`src/qamPkg.sv`:
```
`default_nettype none

package qamPkg;

	//////////////////////////////////////////////////////////////////////
	// Widths and FIFO sizing
	//////////////////////////////////////////////////////////////////////
	localparam int wordWidth       = 4;                       // Two Gray pairs per word
	localparam int levelWidth      = 4;                       // Signed I or Q sample
	localparam int fifoDepth       = 8;                       // Entries per FIFO
	localparam int ptrWidth        = $clog2(fifoDepth);       // Wraps naturally at depth 8
	localparam int countWidth      = $clog2(fifoDepth + 1);   // Fill count 0 to depth
	localparam int almostFullLevel = 6;                       // Two words may still be in flight

	//////////////////////////////////////////////////////////////////////
	// Constellation, Gray pairs and decision thresholds
	//////////////////////////////////////////////////////////////////////
	localparam logic signed [levelWidth-1:0] levelNeg3 = levelWidth'(-6);   // Outer negative
	localparam logic signed [levelWidth-1:0] levelNeg1 = levelWidth'(-2);
	localparam logic signed [levelWidth-1:0] levelPos1 = levelWidth'(2);
	localparam logic signed [levelWidth-1:0] levelPos3 = levelWidth'(6);    // Outer positive

	localparam logic [1:0] grayNeg3 = 2'b00;   // Adjacent levels differ in one bit
	localparam logic [1:0] grayNeg1 = 2'b01;
	localparam logic [1:0] grayPos1 = 2'b11;
	localparam logic [1:0] grayPos3 = 2'b10;

	localparam logic signed [levelWidth-1:0] threshLow  = levelWidth'(-4);  // Midpoint -6/-2
	localparam logic signed [levelWidth-1:0] threshMid  = levelWidth'(0);   // Midpoint -2/2
	localparam logic signed [levelWidth-1:0] threshHigh = levelWidth'(4);   // Midpoint 2/6

	// Signed range of one sample, used to clamp the channel sum
	localparam logic signed [levelWidth-1:0] satMax = levelWidth'((1 << (levelWidth - 1)) - 1);
	localparam logic signed [levelWidth-1:0] satMin = levelWidth'(-(1 << (levelWidth - 1)));

	//////////////////////////////////////////////////////////////////////
	// Symbol and mapper FSM types
	//////////////////////////////////////////////////////////////////////
	typedef struct packed {
		logic                         eoc;   // End of conversion, symbol valid
		logic signed [levelWidth-1:0] i;     // In-phase level
		logic signed [levelWidth-1:0] q;     // Quadrature level
	} qamSymbolT;

	typedef enum logic [1:0] {
		idle,    // Waiting for a word and room downstream
		fetch,   // Popped word held, levels computed
		emit     // EOC strobe out
	} mapStateT;

endpackage

`default_nettype wire

```
`src/wordFifo.sv`:
```
`timescale 1ns/1ns
`default_nettype none

module wordFifo
	import qamPkg::*;
(
	input  logic                 inClock,
	input  logic                 arstN,
	input  logic                 push,        // Write strobe
	input  logic                 pop,         // Read strobe that removes the head word
	input  logic [wordWidth-1:0] pushData,
	output logic [wordWidth-1:0] popData,     // Head word valid while not empty
	output logic                 full,
	output logic                 almostFull,
	output logic                 empty
);

	//////////////////////////////////////////////////////////////////////
	// Storage and pointers
	//////////////////////////////////////////////////////////////////////
	logic [wordWidth-1:0]  mem [fifoDepth];   // Word array
	logic [ptrWidth-1:0]   wrPtr;             // Next free slot
	logic [ptrWidth-1:0]   rdPtr;             // Head slot
	logic [countWidth-1:0] count;             // Words stored
	logic                  doPush;
	logic                  doPop;

	assign doPush = push && !full;            // Write while full is dropped
	assign doPop  = pop && !empty;            // Read while empty does nothing

	always_ff @(posedge inClock or negedge arstN) begin
		if (!arstN) begin
			wrPtr <= '0;
			rdPtr <= '0;
			count <= '0;
		end else begin
			if (doPush) begin
				wrPtr <= wrPtr + 1'b1;            // Wraps at depth
			end
			if (doPop) begin
				rdPtr <= rdPtr + 1'b1;
			end
			case ({doPush, doPop})
				2'b10: begin
					count <= count + 1'b1;        // Fill only
				end
				2'b01: begin
					count <= count - 1'b1;        // Drain only
				end
				default: begin
					count <= count;               // Both or neither
				end
			endcase
		end
	end

	always_ff @(posedge inClock) begin
		if (doPush) begin
			mem[wrPtr] <= pushData;
		end
	end

	//////////////////////////////////////////////////////////////////////
	// Flags and read port
	//////////////////////////////////////////////////////////////////////
	assign popData    = mem[rdPtr];                                // Fall-through head
	assign full       = (count == countWidth'(fifoDepth));
	assign almostFull = (count >= countWidth'(almostFullLevel));   // Back-pressure level
	assign empty      = (count == '0);

	// The writer upstream sees full and must hold off
	assert property (@(posedge inClock) disable iff (!arstN) push |-> !full)
		else $error("wordFifo: push while full");

	// The reader sees empty before it pops
	assert property (@(posedge inClock) disable iff (!arstN) pop |-> !empty)
		else $error("wordFifo: pop while empty");

endmodule

`default_nettype wire

```
`src/qamMapper.sv`:
```
`timescale 1ns/1ns
`default_nettype none

module qamMapper
	import qamPkg::*;
(
	input  logic                 inClock,
	input  logic                 arstN,
	input  logic [wordWidth-1:0] fifoData,    // Head of input FIFO
	input  logic                 fifoEmpty,
	input  logic                 stall,       // Output FIFO almost full
	output logic                 popIn,       // One-cycle pop pulse
	output qamSymbolT            txSymbol
);

	mapStateT                     state;
	logic [wordWidth-1:0]         wordReg;    // Word taken at the pop
	logic signed [levelWidth-1:0] iReg;
	logic signed [levelWidth-1:0] qReg;

	// Gray pair to constellation level on one axis
	function automatic logic signed [levelWidth-1:0] grayToLevel(input logic [1:0] pair);
		logic signed [levelWidth-1:0] level;
		case (pair)
			grayNeg3: level = levelNeg3;
			grayNeg1: level = levelNeg1;
			grayPos1: level = levelPos1;
			default:  level = levelPos3;         // 2'b10
		endcase
		return level;
	endfunction

	//////////////////////////////////////////////////////////////////////
	// Fetch FSM
	//////////////////////////////////////////////////////////////////////
	assign popIn = (state == idle) && !fifoEmpty && !stall;   // Only with room downstream

	always_ff @(posedge inClock or negedge arstN) begin
		if (!arstN) begin
			state <= idle;
		end else begin
			case (state)
				idle: begin
					if (popIn) begin
						state <= fetch;
					end
				end
				fetch: begin
					state <= emit;                 // Levels latched this edge
				end
				emit: begin
					state <= idle;                 // Next pop at the earliest
				end
				default: begin
					state <= idle;
				end
			endcase
		end
	end

	always_ff @(posedge inClock) begin
		if (popIn) begin
			wordReg <= fifoData;
		end
		if (state == fetch) begin
			iReg <= grayToLevel(wordReg[wordWidth-1 -: 2]);   // Bits 3:2 to I
			qReg <= grayToLevel(wordReg[1:0]);                // Bits 1:0 to Q
		end
	end

	assign txSymbol = '{eoc: (state == emit), i: iReg, q: qReg};

	assert property (@(posedge inClock) disable iff (!arstN) txSymbol.eoc |=> !txSymbol.eoc)
		else $error("qamMapper: EOC held two cycles");

endmodule

`default_nettype wire

```
`src/qamSlicer.sv`:
```
`timescale 1ns/1ns
`default_nettype none

module qamSlicer
	import qamPkg::*;
(
	input  logic                         inClock,
	input  logic                         arstN,
	input  qamSymbolT                    rxSymbol,   // Symbol from the mapper
	input  logic signed [levelWidth-1:0] iOffset,    // Channel offset on I
	input  logic signed [levelWidth-1:0] qOffset,    // Channel offset on Q
	output logic [wordWidth-1:0]         rxWord,     // Recovered word
	output logic                         pushOut     // One cycle after EOC
);

	logic signed [levelWidth-1:0] iSum;   // Received I after channel
	logic signed [levelWidth-1:0] qSum;
	logic [1:0]                   iBits;  // Decided Gray pair
	logic [1:0]                   qBits;

	//////////////////////////////////////////////////////////////////////
	// Channel model
	//////////////////////////////////////////////////////////////////////
	function automatic logic signed [levelWidth-1:0] satAdd(
		input logic signed [levelWidth-1:0] a,
		input logic signed [levelWidth-1:0] b
	);
		logic signed [levelWidth:0]   wide;      // One guard bit
		logic signed [levelWidth-1:0] result;
		wide = (levelWidth + 1)'(a) + (levelWidth + 1)'(b);   // Sign-extended sum
		if (wide > (levelWidth + 1)'(satMax)) begin
			result = satMax;                     // Clamp high
		end else if (wide < (levelWidth + 1)'(satMin)) begin
			result = satMin;                     // Clamp low
		end else begin
			result = wide[levelWidth-1:0];
		end
		return result;
	endfunction

	//////////////////////////////////////////////////////////////////////
	// Decision
	//////////////////////////////////////////////////////////////////////
	// Nearest level by the midpoint thresholds and back to its Gray pair
	function automatic logic [1:0] sliceToGray(input logic signed [levelWidth-1:0] sample);
		logic [1:0] pair;
		if (sample < threshLow) begin
			pair = grayNeg3;
		end else if (sample < threshMid) begin
			pair = grayNeg1;
		end else if (sample < threshHigh) begin
			pair = grayPos1;
		end else begin
			pair = grayPos3;                     // Saturated sums land here
		end
		return pair;
	endfunction

	assign iSum  = satAdd(rxSymbol.i, iOffset);
	assign qSum  = satAdd(rxSymbol.q, qOffset);
	assign iBits = sliceToGray(iSum);
	assign qBits = sliceToGray(qSum);

	always_ff @(posedge inClock or negedge arstN) begin
		if (!arstN) begin
			pushOut <= 1'b0;
		end else begin
			pushOut <= rxSymbol.eoc;             // Push follows strobe
		end
	end

	always_ff @(posedge inClock) begin
		if (rxSymbol.eoc) begin
			rxWord <= {iBits, qBits};            // I pair in high bits
		end
	end

	// Strobes from the mapper are spaced, so pushes never run back to back
	assert property (@(posedge inClock) disable iff (!arstN) pushOut |=> !pushOut)
		else $error("qamSlicer: back-to-back push");

endmodule

`default_nettype wire

```
`src/qamLoopback.sv`:
```
`timescale 1ns/1ns
`default_nettype none

module qamLoopback
	import qamPkg::*;
(
	input  logic                         inClock,
	input  logic                         arstN,
	input  logic [wordWidth-1:0]         inData,        // Word to send
	input  logic                         writeEnable,
	input  logic                         readEnable,
	input  logic signed [levelWidth-1:0] iOffset,       // Channel noise on I
	input  logic signed [levelWidth-1:0] qOffset,       // Channel noise on Q
	output logic [wordWidth-1:0]         outData,       // Head of output FIFO
	output logic                         inFull,
	output logic                         outEmpty
);

	//////////////////////////////////////////////////////////////////////
	// Pipeline nets
	//////////////////////////////////////////////////////////////////////
	logic                 inPush;          // Write that is kept
	logic                 outPop;          // Read that has data
	logic [wordWidth-1:0] headWord;        // Input FIFO to mapper
	logic                 inEmpty;
	logic                 popIn;
	qamSymbolT            txSymbol;        // Mapper to slicer
	logic [wordWidth-1:0] rxWord;          // Slicer to output FIFO
	logic                 pushOut;
	logic                 outAlmostFull;   // Stall back to mapper

	assign inPush = writeEnable && !inFull;   // Write while full is dropped
	assign outPop = readEnable && !outEmpty;

	wordFifo inFifo (
		.inClock    (inClock),
		.arstN      (arstN),
		.push       (inPush),
		.pop        (popIn),
		.pushData   (inData),
		.popData    (headWord),
		.full       (inFull),
		.almostFull (),
		.empty      (inEmpty)
	);

	qamMapper mapper (
		.inClock   (inClock),
		.arstN     (arstN),
		.fifoData  (headWord),
		.fifoEmpty (inEmpty),
		.stall     (outAlmostFull),
		.popIn     (popIn),
		.txSymbol  (txSymbol)
	);

	qamSlicer slicer (
		.inClock  (inClock),
		.arstN    (arstN),
		.rxSymbol (txSymbol),
		.iOffset  (iOffset),
		.qOffset  (qOffset),
		.rxWord   (rxWord),
		.pushOut  (pushOut)
	);

	wordFifo outFifo (
		.inClock    (inClock),
		.arstN      (arstN),
		.push       (pushOut),
		.pop        (outPop),
		.pushData   (rxWord),
		.popData    (outData),
		.full       (),
		.almostFull (outAlmostFull),   // Room kept for two in flight
		.empty      (outEmpty)
	);

endmodule

`default_nettype wire

```
`config.mk`:
```
export PLATFORM = sky130hd
export DESIGN_NAME = qamLoopback
export DESIGN_NICKNAME = d
export VERILOG_FILES = /design/src/qamPkg.sv /design/src/wordFifo.sv /design/src/qamMapper.sv /design/src/qamSlicer.sv /design/src/qamLoopback.sv
export SDC_FILE = /design/constraint.sdc
export NUM_CORES = 1
export LEC_CHECK = 0
export BUFFER_PORTS_ARGS = -buffer_cell sky130_fd_sc_hd__clkbuf_2
export CAP_MARGIN = 20
export CORE_MARGIN = 5
export CORE_UTILIZATION = 50
export CTS_CLUSTER_DIAMETER = 60
export DETAILED_ROUTE_END_ITERATION = 6
export GPL_TIMING_DRIVEN = 0
export PLACE_DENSITY_LB_ADDON = 0.15
export SLEW_MARGIN = 20
export SYNTH_ARGS = -nofsm -noshare
export SYNTH_HDL_FRONTEND = slang
export SYNTH_SLANG_ARGS = --single-unit
```
`constraint.sdc`:
```
create_clock -name inClock -period 3.4 [get_ports inClock]
set_clock_uncertainty 0.2 [all_clocks]
set_input_delay 0.17 -clock inClock [delete_from_list [all_inputs] [get_ports inClock]]
set_output_delay 0.17 -clock inClock [all_outputs]
set_load 0.01 [all_outputs]
```
# [After elaboration in Yosys (flattened, before gate mapping)]
# Memories as Yosys holds them, arrays and structs flattened. A register that Yosys moved wholly into a read port is not among the register bits.
# Cells that the tools add are included.
[totals] reg_bits=35 ram_bits=64 inputBits=16 out_inout_bits=6 elab_cells=90 memories=2
[op_classes] addsub=10 order_cmp=11 n_eq_ne=13 muxes=18 n_reduce_logical=22
[memory_table] memory="inFifo.mem" depth=8 width=4 rd=1 rd_ports_with_merged_regs=1 write_ports=1 line_no="wordFifo.sv:21" rtl="logic [wordWidth-1:0] mem [fifoDepth];"
[memory_table] memory="outFifo.mem" depth=8 width=4 rd=1 rd_ports_with_merged_regs=0 write_ports=1 line_no="wordFifo.sv:21"
[ops] cell="$pmux 4 s3" count=2
[ops] cell="$mux 4" count=4
[ops] cell="$pmux 4 s2" count=2
[ops] cell="$add 3x1->3 const B" count=4
[ops] cell="$add 4x4->5" count=2
[ops] cell="$eq 2x1->1 const B" count=5
[ops] cell="$eq 2x2->1 const B" count=5
[ops] cell="$gt 5x4->1 const B" count=2
[ops] cell="$lt 5x4->1 const B" count=2
[ops] cell="$add 4x1->4 const B" count=2
[ops] cell="$eq 4x4->1 const B" count=2
[ops] cell="$logic_and 1x1->1" count=8
[ops] cell="$logic_not 4->1" count=2
[ops] cell="$lt 4x1->1 const B" count=2
[ops] cell="$lt 4x3->1 const B" count=2
[ops] cell="$lt 4x4->1 const B" count=2
[ops] cell="$mux 1" count=8
[ops] cell="$sub 4x1->4 const B" count=2
[ops] cell="$logic_not 2->1" count=3
[ops] cell="$logic_not 1->1" count=5
[ops] cell="$ge 4x3->1 const B" count=1
[ops] cell="$pmux 2 s2" count=1
[ops] cell="$reduce_bool 2->1" count=2
[ops] cell="$reduce_or 2->1" count=2
[ops] cell="2 further kinds" count=2

# [Depth between registers and ports, before layout]
# Gate-level depths: netlist (run 1).
[logic_depth] word_depth=7 depth_mapped=8 mapped_depth_nobuf=7

# [By module]
# A second synthesis (run 1) with hierarchy kept.
[unflattened] hier_cells=299 hier_area_um2=4604.4
[by_module_without_submodules] module="wordFifo" instances=2 cells_per_inst=114 area_per_inst_um2=1864.3 seq_area_each_um2=1211.2
[by_module_without_submodules] module="qamMapper" instances=1 cells_per_inst=32 area_per_inst_um2=457.9 seq_area_each_um2=290.3
[by_module_without_submodules] module="qamSlicer" instances=1 cells_per_inst=37 area_per_inst_um2=390.4 seq_area_each_um2=145.1
[by_module_without_submodules] module="qamLoopback" instances=1 cells_per_inst=2 area_per_inst_um2=27.5 seq_area_each_um2=0.0

# [Worst setup path before layout (run 1)]
# Ideal clock, no wire load.
[synth_path] kind="reg2reg" startpoint="register inFifo.count[0]" endpoint="register inFifo.count[3]" setup_time_ns=0.134 arrival_time_ns=2.638 required_ns=3.066 slack_ns=0.428 stages_incl_launch_ff=8 path_buffers=0 period_less_slack_ns=2.972 cell_sequence="dfrtp_1 -> or4_4 -> and3_2 -> ha_1 -> ha_1 -> or4b_2 -> o311ai_0 -> o211ai_1"
[synth_via] elab_chain_len=7 elab_cells_between_ends=15 classes_between="2 x add/sub; 3 x eq/ne; 1 x mux; 9 x reduce/logical"
[synth_rtl] item="start, declared" line_no="wordFifo.sv:24" rtl="logic [countWidth-1:0] count;"
[synth_rtl] item="start signal, assigned" line_no="wordFifo.sv:45" rtl="count <= count + 1'b1;"
[synth_rtl] item="start signal, assigned" line_no="wordFifo.sv:48" rtl="count <= count - 1'b1;"
[synth_rtl] item="start signal, assigned" line_no="wordFifo.sv:51" rtl="count <= count;"
[synth_rtl] item="$logic_not 4->1 (*)" line_no="wordFifo.sv:69" rtl="assign empty = (count == '0);"
[synth_rtl] item="$logic_not 1->1 (*)" line_no="wordFifo.sv:29, qamMapper.sv:36"
[synth_rtl] item="$logic_and 1x1->1 (2 in series)" line_no="qamMapper.sv:36" rtl="assign popIn = (state == idle) && !fifoEmpty && !stall;"
[synth_rtl] item="$logic_and 1x1->1 (*)" line_no="wordFifo.sv:29" rtl="assign doPop = pop && !empty;"
[synth_rtl] item="net inFifo.doPop" line_no="wordFifo.sv:26" rtl="logic doPop;"
[synth_rtl] item="$eq 2x1->1 or $eq 2x2->1 (tied branches)" line_no="wordFifo.sv:43" rtl="case ({doPush, doPop})"
[synth_rtl] item="$pmux 4 s2 or $reduce_bool 2->1 (tied branches)"
# Mark *: on every way through the listed nets, which the timed path passes. The rest lies on a longest branch.
# A chain may end at the register's enable or synchronous reset.

# [Worst setup path after layout (run 1)]
# Same ends and word-level chain as after synthesis.

==> impl_metrics.py, run 1 <==
metrics = {
    "floorplan": {
        "core-area_mm2": 0.008721,
        "io_pins": 22,
        "initial_utilization_pct": 51.48,
        "dieHeight_um": 104.8,
        "row_count": 34,
        "die-area_mm2": 0.01097,
        "die_w_um": 104.8,
    },
    "power_and_ir_drop": {
        "p_per_area_mw_per_mm2": 857.3,
        "power_leakage_uw": 0.001841,
        "ir_drop_mv": 0.4179,
        "power_uw": 4290,
    },
    "yosys": {
        "syn-num-nets": 318,
        "synthMostInstantiatedCell": "edfxtp_1",
        "netlist_area_mm2": 0.004489,
        "ys_types": 40,
        "yosysWarnings": 0,
        "syn_area_per_cell_um2": 16.15,
        "ys_seq_area_share_pct": 63.66,
        "synth_area_leaders": "edfxtp_1, dfrtp_1, mux4_2",
        "synthCells": 278,
        "ys.flop_type": "edfxtp_1",
        "ys_ff_latch": 99,
        "yosysTopAreaCell": "edfxtp_1",
        "synth.top_cells.by_count": "edfxtp_1, dfrtp_1, ha_1, inv_1, mux4_2",
        "ys_async_sr_fraction_pct": 23.23,
        "synth_top_area_share_pct": 50.84,
        "synth_edf_count": 76,
    },
    "sta": {
        "hold_viol_final": 0,
        "setup_ws_ns": 0.2030,
        "clock.fmax_mhz": 312.8,
        "min_period_over_period_pct": 94.03,
        "tightest_slew_ns": 0.9167,
        "fin_crit_ns": 3.197,
        "max-slew-margin-rel_pct": 38.32,
        "setup_violations": 0,
        "rsz0062_at_grt": "no",
        "tns_ns": 0,
        "finalMaxSlewViolations": 0,
    },
    "critical_path": {
        "crit_path_start_kind": "flip-flop",
        "critPathCapture": "inFifo.count[3]",
        "reg2reg_depth": 7,
        "critPathBufInv": 0,
        "r2r-start": "inFifo.count[0]",
        "path_class": "reg -> reg",
        "cp_cell_sequence": "or4_4, and3_2, ha_1, ha_1, or4b_2, o311ai_0, o211ai_1",
        "r2r_end": "inFifo.count[3]",
        "rrSetupSlack_ns": 0.20,
        "crit_path_frequent_cell": "ha_1",
        "cp_top_family": "simple AND/OR/NAND/NOR gates",
        "cp.depth": 7,
        "worstPathRequired_ns": 3.44,
        "path_max_fanout": 9,
        "cp-end-kind": "flip-flop",
        "worstPathArrival_ns": 3.23,
        "slowest_stage": "or4b_2",
        "crit_path_max_incr_delay_ns": 0.68,
        "critPathLaunch": "inFifo.count[0]",
    },
    "clock_network": {
        "cts_max_level": 3,
        "tritoncts": "built",
        "cts_resized": 0,
        "cts.clk_slew.worst_paths_ns": 0.10,
        "clock-sinks": 99,
        "cts_hold_buf": 7,
        "cts_setup_buffers": 0,
        "clk-insertion-delay-late_ns": 0.36,
        "cts_root_buf": "clkbuf_8",
        "cts_buffers": 9,
        "cts_buffer_depth": 2,
    },
    "routing": {
        "ant_nets": 0,
        "firstDrtPassIters": 4,
        "dr.first_iter.drc_count": 99,
        "vias": 2327,
        "wl_per_cell_um": 15.93,
        "via_per_inst": 5.412,
        "routed_wl_mm": 6.850,
        "route.detailed.drc": 0,
    },
    "cells_and_area": {
        "fillCellCount": 701,
        "fin_nets": 357,
        "register_area_mm2": 0.002858,
        "final_cells": 430,
        "n_antenna_cell": 0,
        "area_growth_pct": 11.45,
        "multiInputGateArea_mm2": 0.001541,
        "drive_above_1_share_pct": 26.09,
    },
    "placement": {
        "hpwl_mm": 4.923,
        "gp_congestion": 0.7530,
        "port_buffers": 21,
        "post-place-ws_ns": 0.2214,
        "dp_cells": 407,
    },
    "grt": {
        "grt_antenna_before_repair": 0,
        "busiest_layer": "met2",
        "use_met3_pct": 2.898,
        "overflow": 0,
        "grt_max_degree": 24,
        "grt_pass1_wl_mm": 11.89,
        "grt_usage_pct": 13.71,
        "use_met2_pct": 23.34,
        "met1_usage_pct": 16.87,
        "first_global_vias": 2489,
    },
    "worst_hold_path": {
        "hp-class": "in -> reg",
    },
    "flow_run": {
        "drv_cap": 0,
    },
    "outcome": {
        "status": "complete, no violations",
    },
}
kinds of logic (layout without fill, tap and decap cells):
family          after synthesis  after routing  synth area share, %
fa+ha+maj                    24             24                7.358
mux                          33             33                12.32
buf+inv                      23             67                2.007
flops                        99             99                63.66
simple gates                 67             67                8.919
xor+xnor                     14             14                2.731
compound gates               18             18                3.010
per-stage QoR:
step                cell area, um^2  util, %  hold slack (ns)
finish                         5004    57.37          0.04340
detailed placement             4730    54.23          0.01769
CTS                            5004    57.37          0.03109
floorplan                      4489        -          -0.3256
global route                   5004    57.37          0.06593
global placement               4730    54.23          0.01413
cell usage in the layout (no fill, tap or decap), types with 3 or more instances in the layout:
cell / synthesis / layout
o21ai_0: 3 / 3
inv_6: 0 / 3
nand2_1: 11 / 11
mux2_2: 14 / 14
dlygate4sd3_1: 0 / 7
nor4_1: 3 / 3
nor2b_1: 4 / 4
xnor2_1: 9 / 9
inv_1: 16 / 16
clkbuf_8: 0 / 9
nand3_1: 8 / 8
xor2_1: 5 / 5
nor3_1: 9 / 9
edfxtp_1: 76 / 76
mux4_2: 16 / 16
fa_1: 4 / 4
nor3b_1: 6 / 6
a211oi_1: 3 / 3
nor2_1: 7 / 7
clkbuf_1: 4 / 4
ha_1: 20 / 20
nand2b_1: 4 / 4
a21oi_1: 4 / 4
dfrtp_1: 23 / 23
clkbuf_2: 1 / 22
sequential cells by signal, indices dropped and copies added (netlist names):
name / count
outFifo.wrPtr: 3
mapper.qReg: 2
mapper.state: 2
inFifo.rdPtr: 3
inFifo.wrPtr: 3
outFifo.count: 4
slicer.rxWord: 4
slicer.pushOut: 1
outFifo.mem: 32
inFifo.count: 4
inFifo.mem: 32
mapper.iReg: 2
mapper.wordReg: 4
outFifo.rdPtr: 3
cell type report:
type / count / area share [%]
Sequential cell: 99 / 57.11
Multi-Input combinational cell: 156 / 30.81
Timing Repair Buffer: 28 / 3.501
Tap cell: 108 / 2.701
Clock buffer: 9 / 2.476
Clock inverter: 7 / 1.600
Inverter: 16 / 1.200
Buffer: 7 / 0.6001
routing by layer:
metal	up-vias	wire length, um
met3	11	170
met5	-	0
li1	1142	-
met1	1152	3018
met4	0	128
met2	22	3532
worst min-delay path by stage:
stage,start,to,slack (ns),cells after the start
after CTS,iOffset[1],slicer.rxWord[3],0.03,3
after floorplan,arstN,inFifo.count[0],-0.33,0
after detailed placement,arstN,inFifo.count[3],0.02,1
after global routing,iOffset[1],slicer.rxWord[3],0.07,3
final,iOffset[1],slicer.rxWord[3],0.04,3
after global placement,arstN,inFifo.count[3],0.01,1
worst register-to-register path, stage by stage (launching register included):
cell      delay [ns]
dfrtp_1         0.46
or4_4           0.56
and3_2          0.24
ha_1            0.30
ha_1            0.37
or4b_2          0.68
o311ai_0        0.14
o211ai_1        0.13
where the power goes:
part / switching (uW) / internal (uW) / leakage (uW)
combinational: 773 / 799 / 0.000770
clock: 429 / 352 / 0.000103
sequential: 250 / 1690 / 0.000968
(Power assumes the default switching activity.)
==> inputs of run 2 (changes only) <==
==> constraint.sdc (replaced) <==
create_clock -name inClock -period 3.4 [get_ports inClock]
set_clock_uncertainty 0.2 [all_clocks]
set_input_delay 0.68 -clock inClock [delete_from_list [all_inputs] [get_ports inClock]]
set_output_delay 0.68 -clock inClock [all_outputs]
set_load 0.01 [all_outputs]
==> run 2 against run 1 <==
Effect of this change: sequential share of layout area rose by 0.81 points; sequential power barely moved; power fell by 0.22%; register-to-register slack barely moved; critical path depth did not move; via count fell by 1.1%; die area did not move; design area fell by 1.4%; maximum frequency barely moved; non-clock buffer count fell by 7; largest cell class unchanged; worst hold slack improved by 0.068 ns; flip-flop and latch count did not move.
==> impl_metrics.py, run 2 (same netlist as run 1, synthesis figures left out) <==
metrics = {
    "power_and_ir_drop": {
        "ir_drop_mv": 0.4177,
        "p_switching_uw": 1447,
        "p_int_uw": 2833,
        "power_leakage_uw": 0.001811,
        "power_frac_clock_pct": 18.2,
        "combPwrFrac_pct": 36.6,
        "switching_share_pct": 33.81,
        "p_per_area_mw_per_mm2": 867.6,
        "pwr-share-seq_pct": 45.3,
    },
    "grt": {
        "grt_usage_pct": 13.68,
        "grt_antenna_before_repair": 0,
        "first_global_vias": 2475,
        "grt_pass1_wl_mm": 11.87,
        "grt_max_degree": 24,
        "overflow": 0,
    },
    "clock_network": {
        "clock-sinks": 99,
        "cts_buffer_depth": 2,
        "cts_hold_buf": 0,
        "cts_buffers": 9,
        "cts_max_level": 3,
        "cts_setup_buffers": 0,
        "cts.clk_slew.worst_paths_ns": 0.09,
        "cts_resized": 0,
        "tritoncts": "built",
        "cts_root_buf": "clkbuf_8",
        "clk-insertion-delay-late_ns": 0.37,
    },
    "floorplan": {
        "dieHeight_um": 104.8,
        "die_w_um": 104.8,
        "row_count": 34,
        "die-area_mm2": 0.01097,
        "io_pins": 22,
        "initial_utilization_pct": 51.48,
        "core-area_mm2": 0.008721,
    },
    "sta": {
        "finalMaxSlewViolations": 0,
        "setup_ws_ns": 0.2033,
        "tns_ns": 0,
        "rsz0062_at_grt": "no",
        "clock.fmax_mhz": 312.8,
        "tightest_slew_ns": 0.8894,
        "setup_violations": 0,
        "fin_crit_ns": 3.197,
        "max-slew-margin-rel_pct": 40.16,
        "min_period_over_period_pct": 94.02,
        "fin_hold_ws_ns": 0.1115,
        "hold_viol_final": 0,
    },
    "critical_path": {
        "worstPathArrival_ns": 3.23,
        "cp.depth": 7,
        "path_max_fanout": 9,
        "cp-end-kind": "flip-flop",
        "worstPathRequired_ns": 3.44,
        "path_class": "reg -> reg",
        "cp_cell_sequence": "or4_4, and3_2, ha_1, ha_1, or4b_2, o311ai_0, o211ai_1",
        "cp_top_family": "simple AND/OR/NAND/NOR gates",
        "r2r_end": "inFifo.count[3]",
        "r2r-start": "inFifo.count[0]",
        "critPathBufInv": 0,
        "slowest_stage": "or4b_2",
        "crit_path_start_kind": "flip-flop",
        "crit_path_max_incr_delay_ns": 0.68,
        "reg2reg_depth": 7,
        "rrSetupSlack_ns": 0.20,
        "crit_path_frequent_cell": "ha_1",
    },
    "routing": {
        "dr.first_iter.drc_count": 82,
        "firstDrtPassIters": 4,
        "wl_per_cell_um": 16.03,
        "vias": 2301,
        "ant_nets": 0,
        "via_per_inst": 5.440,
        "routed_wl_mm": 6.782,
        "route.detailed.drc": 0,
    },
    "cells_and_area": {
        "drive_above_1_share_pct": 26.67,
        "fin_nets": 350,
        "fin_area_mm2": 0.004933,
        "layout_commonest_cell": "edfxtp_1",
        "layout_common_cells": "edfxtp_1, dfrtp_1, clkbuf_2",
        "n_antenna_cell": 0,
        "area_growth_pct": 9.894,
        "reg_top3": "inFifo.mem (32), outFifo.mem (32)",
    },
    "placement": {
        "hpwl_mm": 4.923,
        "port_buffers": 21,
        "gp_congestion": 0.7530,
        "post-place-ws_ns": 0.2214,
        "post_dp_cell_area_mm2": 0.004730,
    },
    "worst_hold_path": {
        "hp-class": "in -> async",
    },
    "flow_run": {
        "drv_cap": 0,
    },
    "outcome": {
        "status": "complete, no violations",
    },
}
==> run 2: changes by cell type in the layout (fill, tap and decap cells not counted) <==
cell           change
dlygate4sd3_1      -7
==> run 2: worst max-delay path by stage <==
stage	to	start	slack [ns]
finish	inFifo.count[3]	inFifo.count[0]	0.20
global route	inFifo.count[3]	inFifo.count[0]	0.06
CTS	inFifo.count[3]	inFifo.count[0]	0.20
detailed placement	inFifo.count[3]	inFifo.count[0]	0.22
global placement	inFifo.count[3]	inFifo.count[0]	0.26
floorplan	inFifo.count[3]	inFifo.count[0]	0.43
==> run 2: per-layer routing <==
layer,global-route usage [%],vias up,part of all wire (%)
met5,0,-,0
met2,23.02,24,51
li1,-,1127,-
met1,17.08,1140,45
met3,2.898,10,2.1
met4,6.027,0,1.9
==> run 2: final cells by class <==
| class | count | area, um^2 |
|---|---|---|
| Fill cell | 708 | 3787 |
| Inverter | 16 | 60.06 |
| Clock inverter | 7 | 80.08 |
| Buffer | 7 | 30.03 |
| Tap cell | 108 | 135.1 |
| Clock buffer | 9 | 123.9 |
| Multi-Input combinational cell | 156 | 1541 |
| Sequential cell | 99 | 2858 |
| Timing Repair Buffer | 21 | 105.1 |
==> run 2: stage by stage <==
| stage | total power, uW | std cells | util (%) |
|---|---|---|---|
| after detailed placement | 3569 | 407 | 54.23 |
| after global routing | 4611 | 423 | 56.57 |
| after floorplan | 3161 | 278 | - |
| after CTS | 4341 | 423 | 56.57 |
| after global placement | 3498 | 407 | 54.23 |
| final | 4280 | 423 | 56.57 |
==> run 2: power groups by stage <==
stage,registers [uW],clock network (uW),logic (uW)
after floorplan,1890,0,1270
after global placement,1960,0,1540
after detailed placement,1970,0,1600
after CTS,1940,795,1600
after global routing,1990,846,1780
final,1940,778,1560
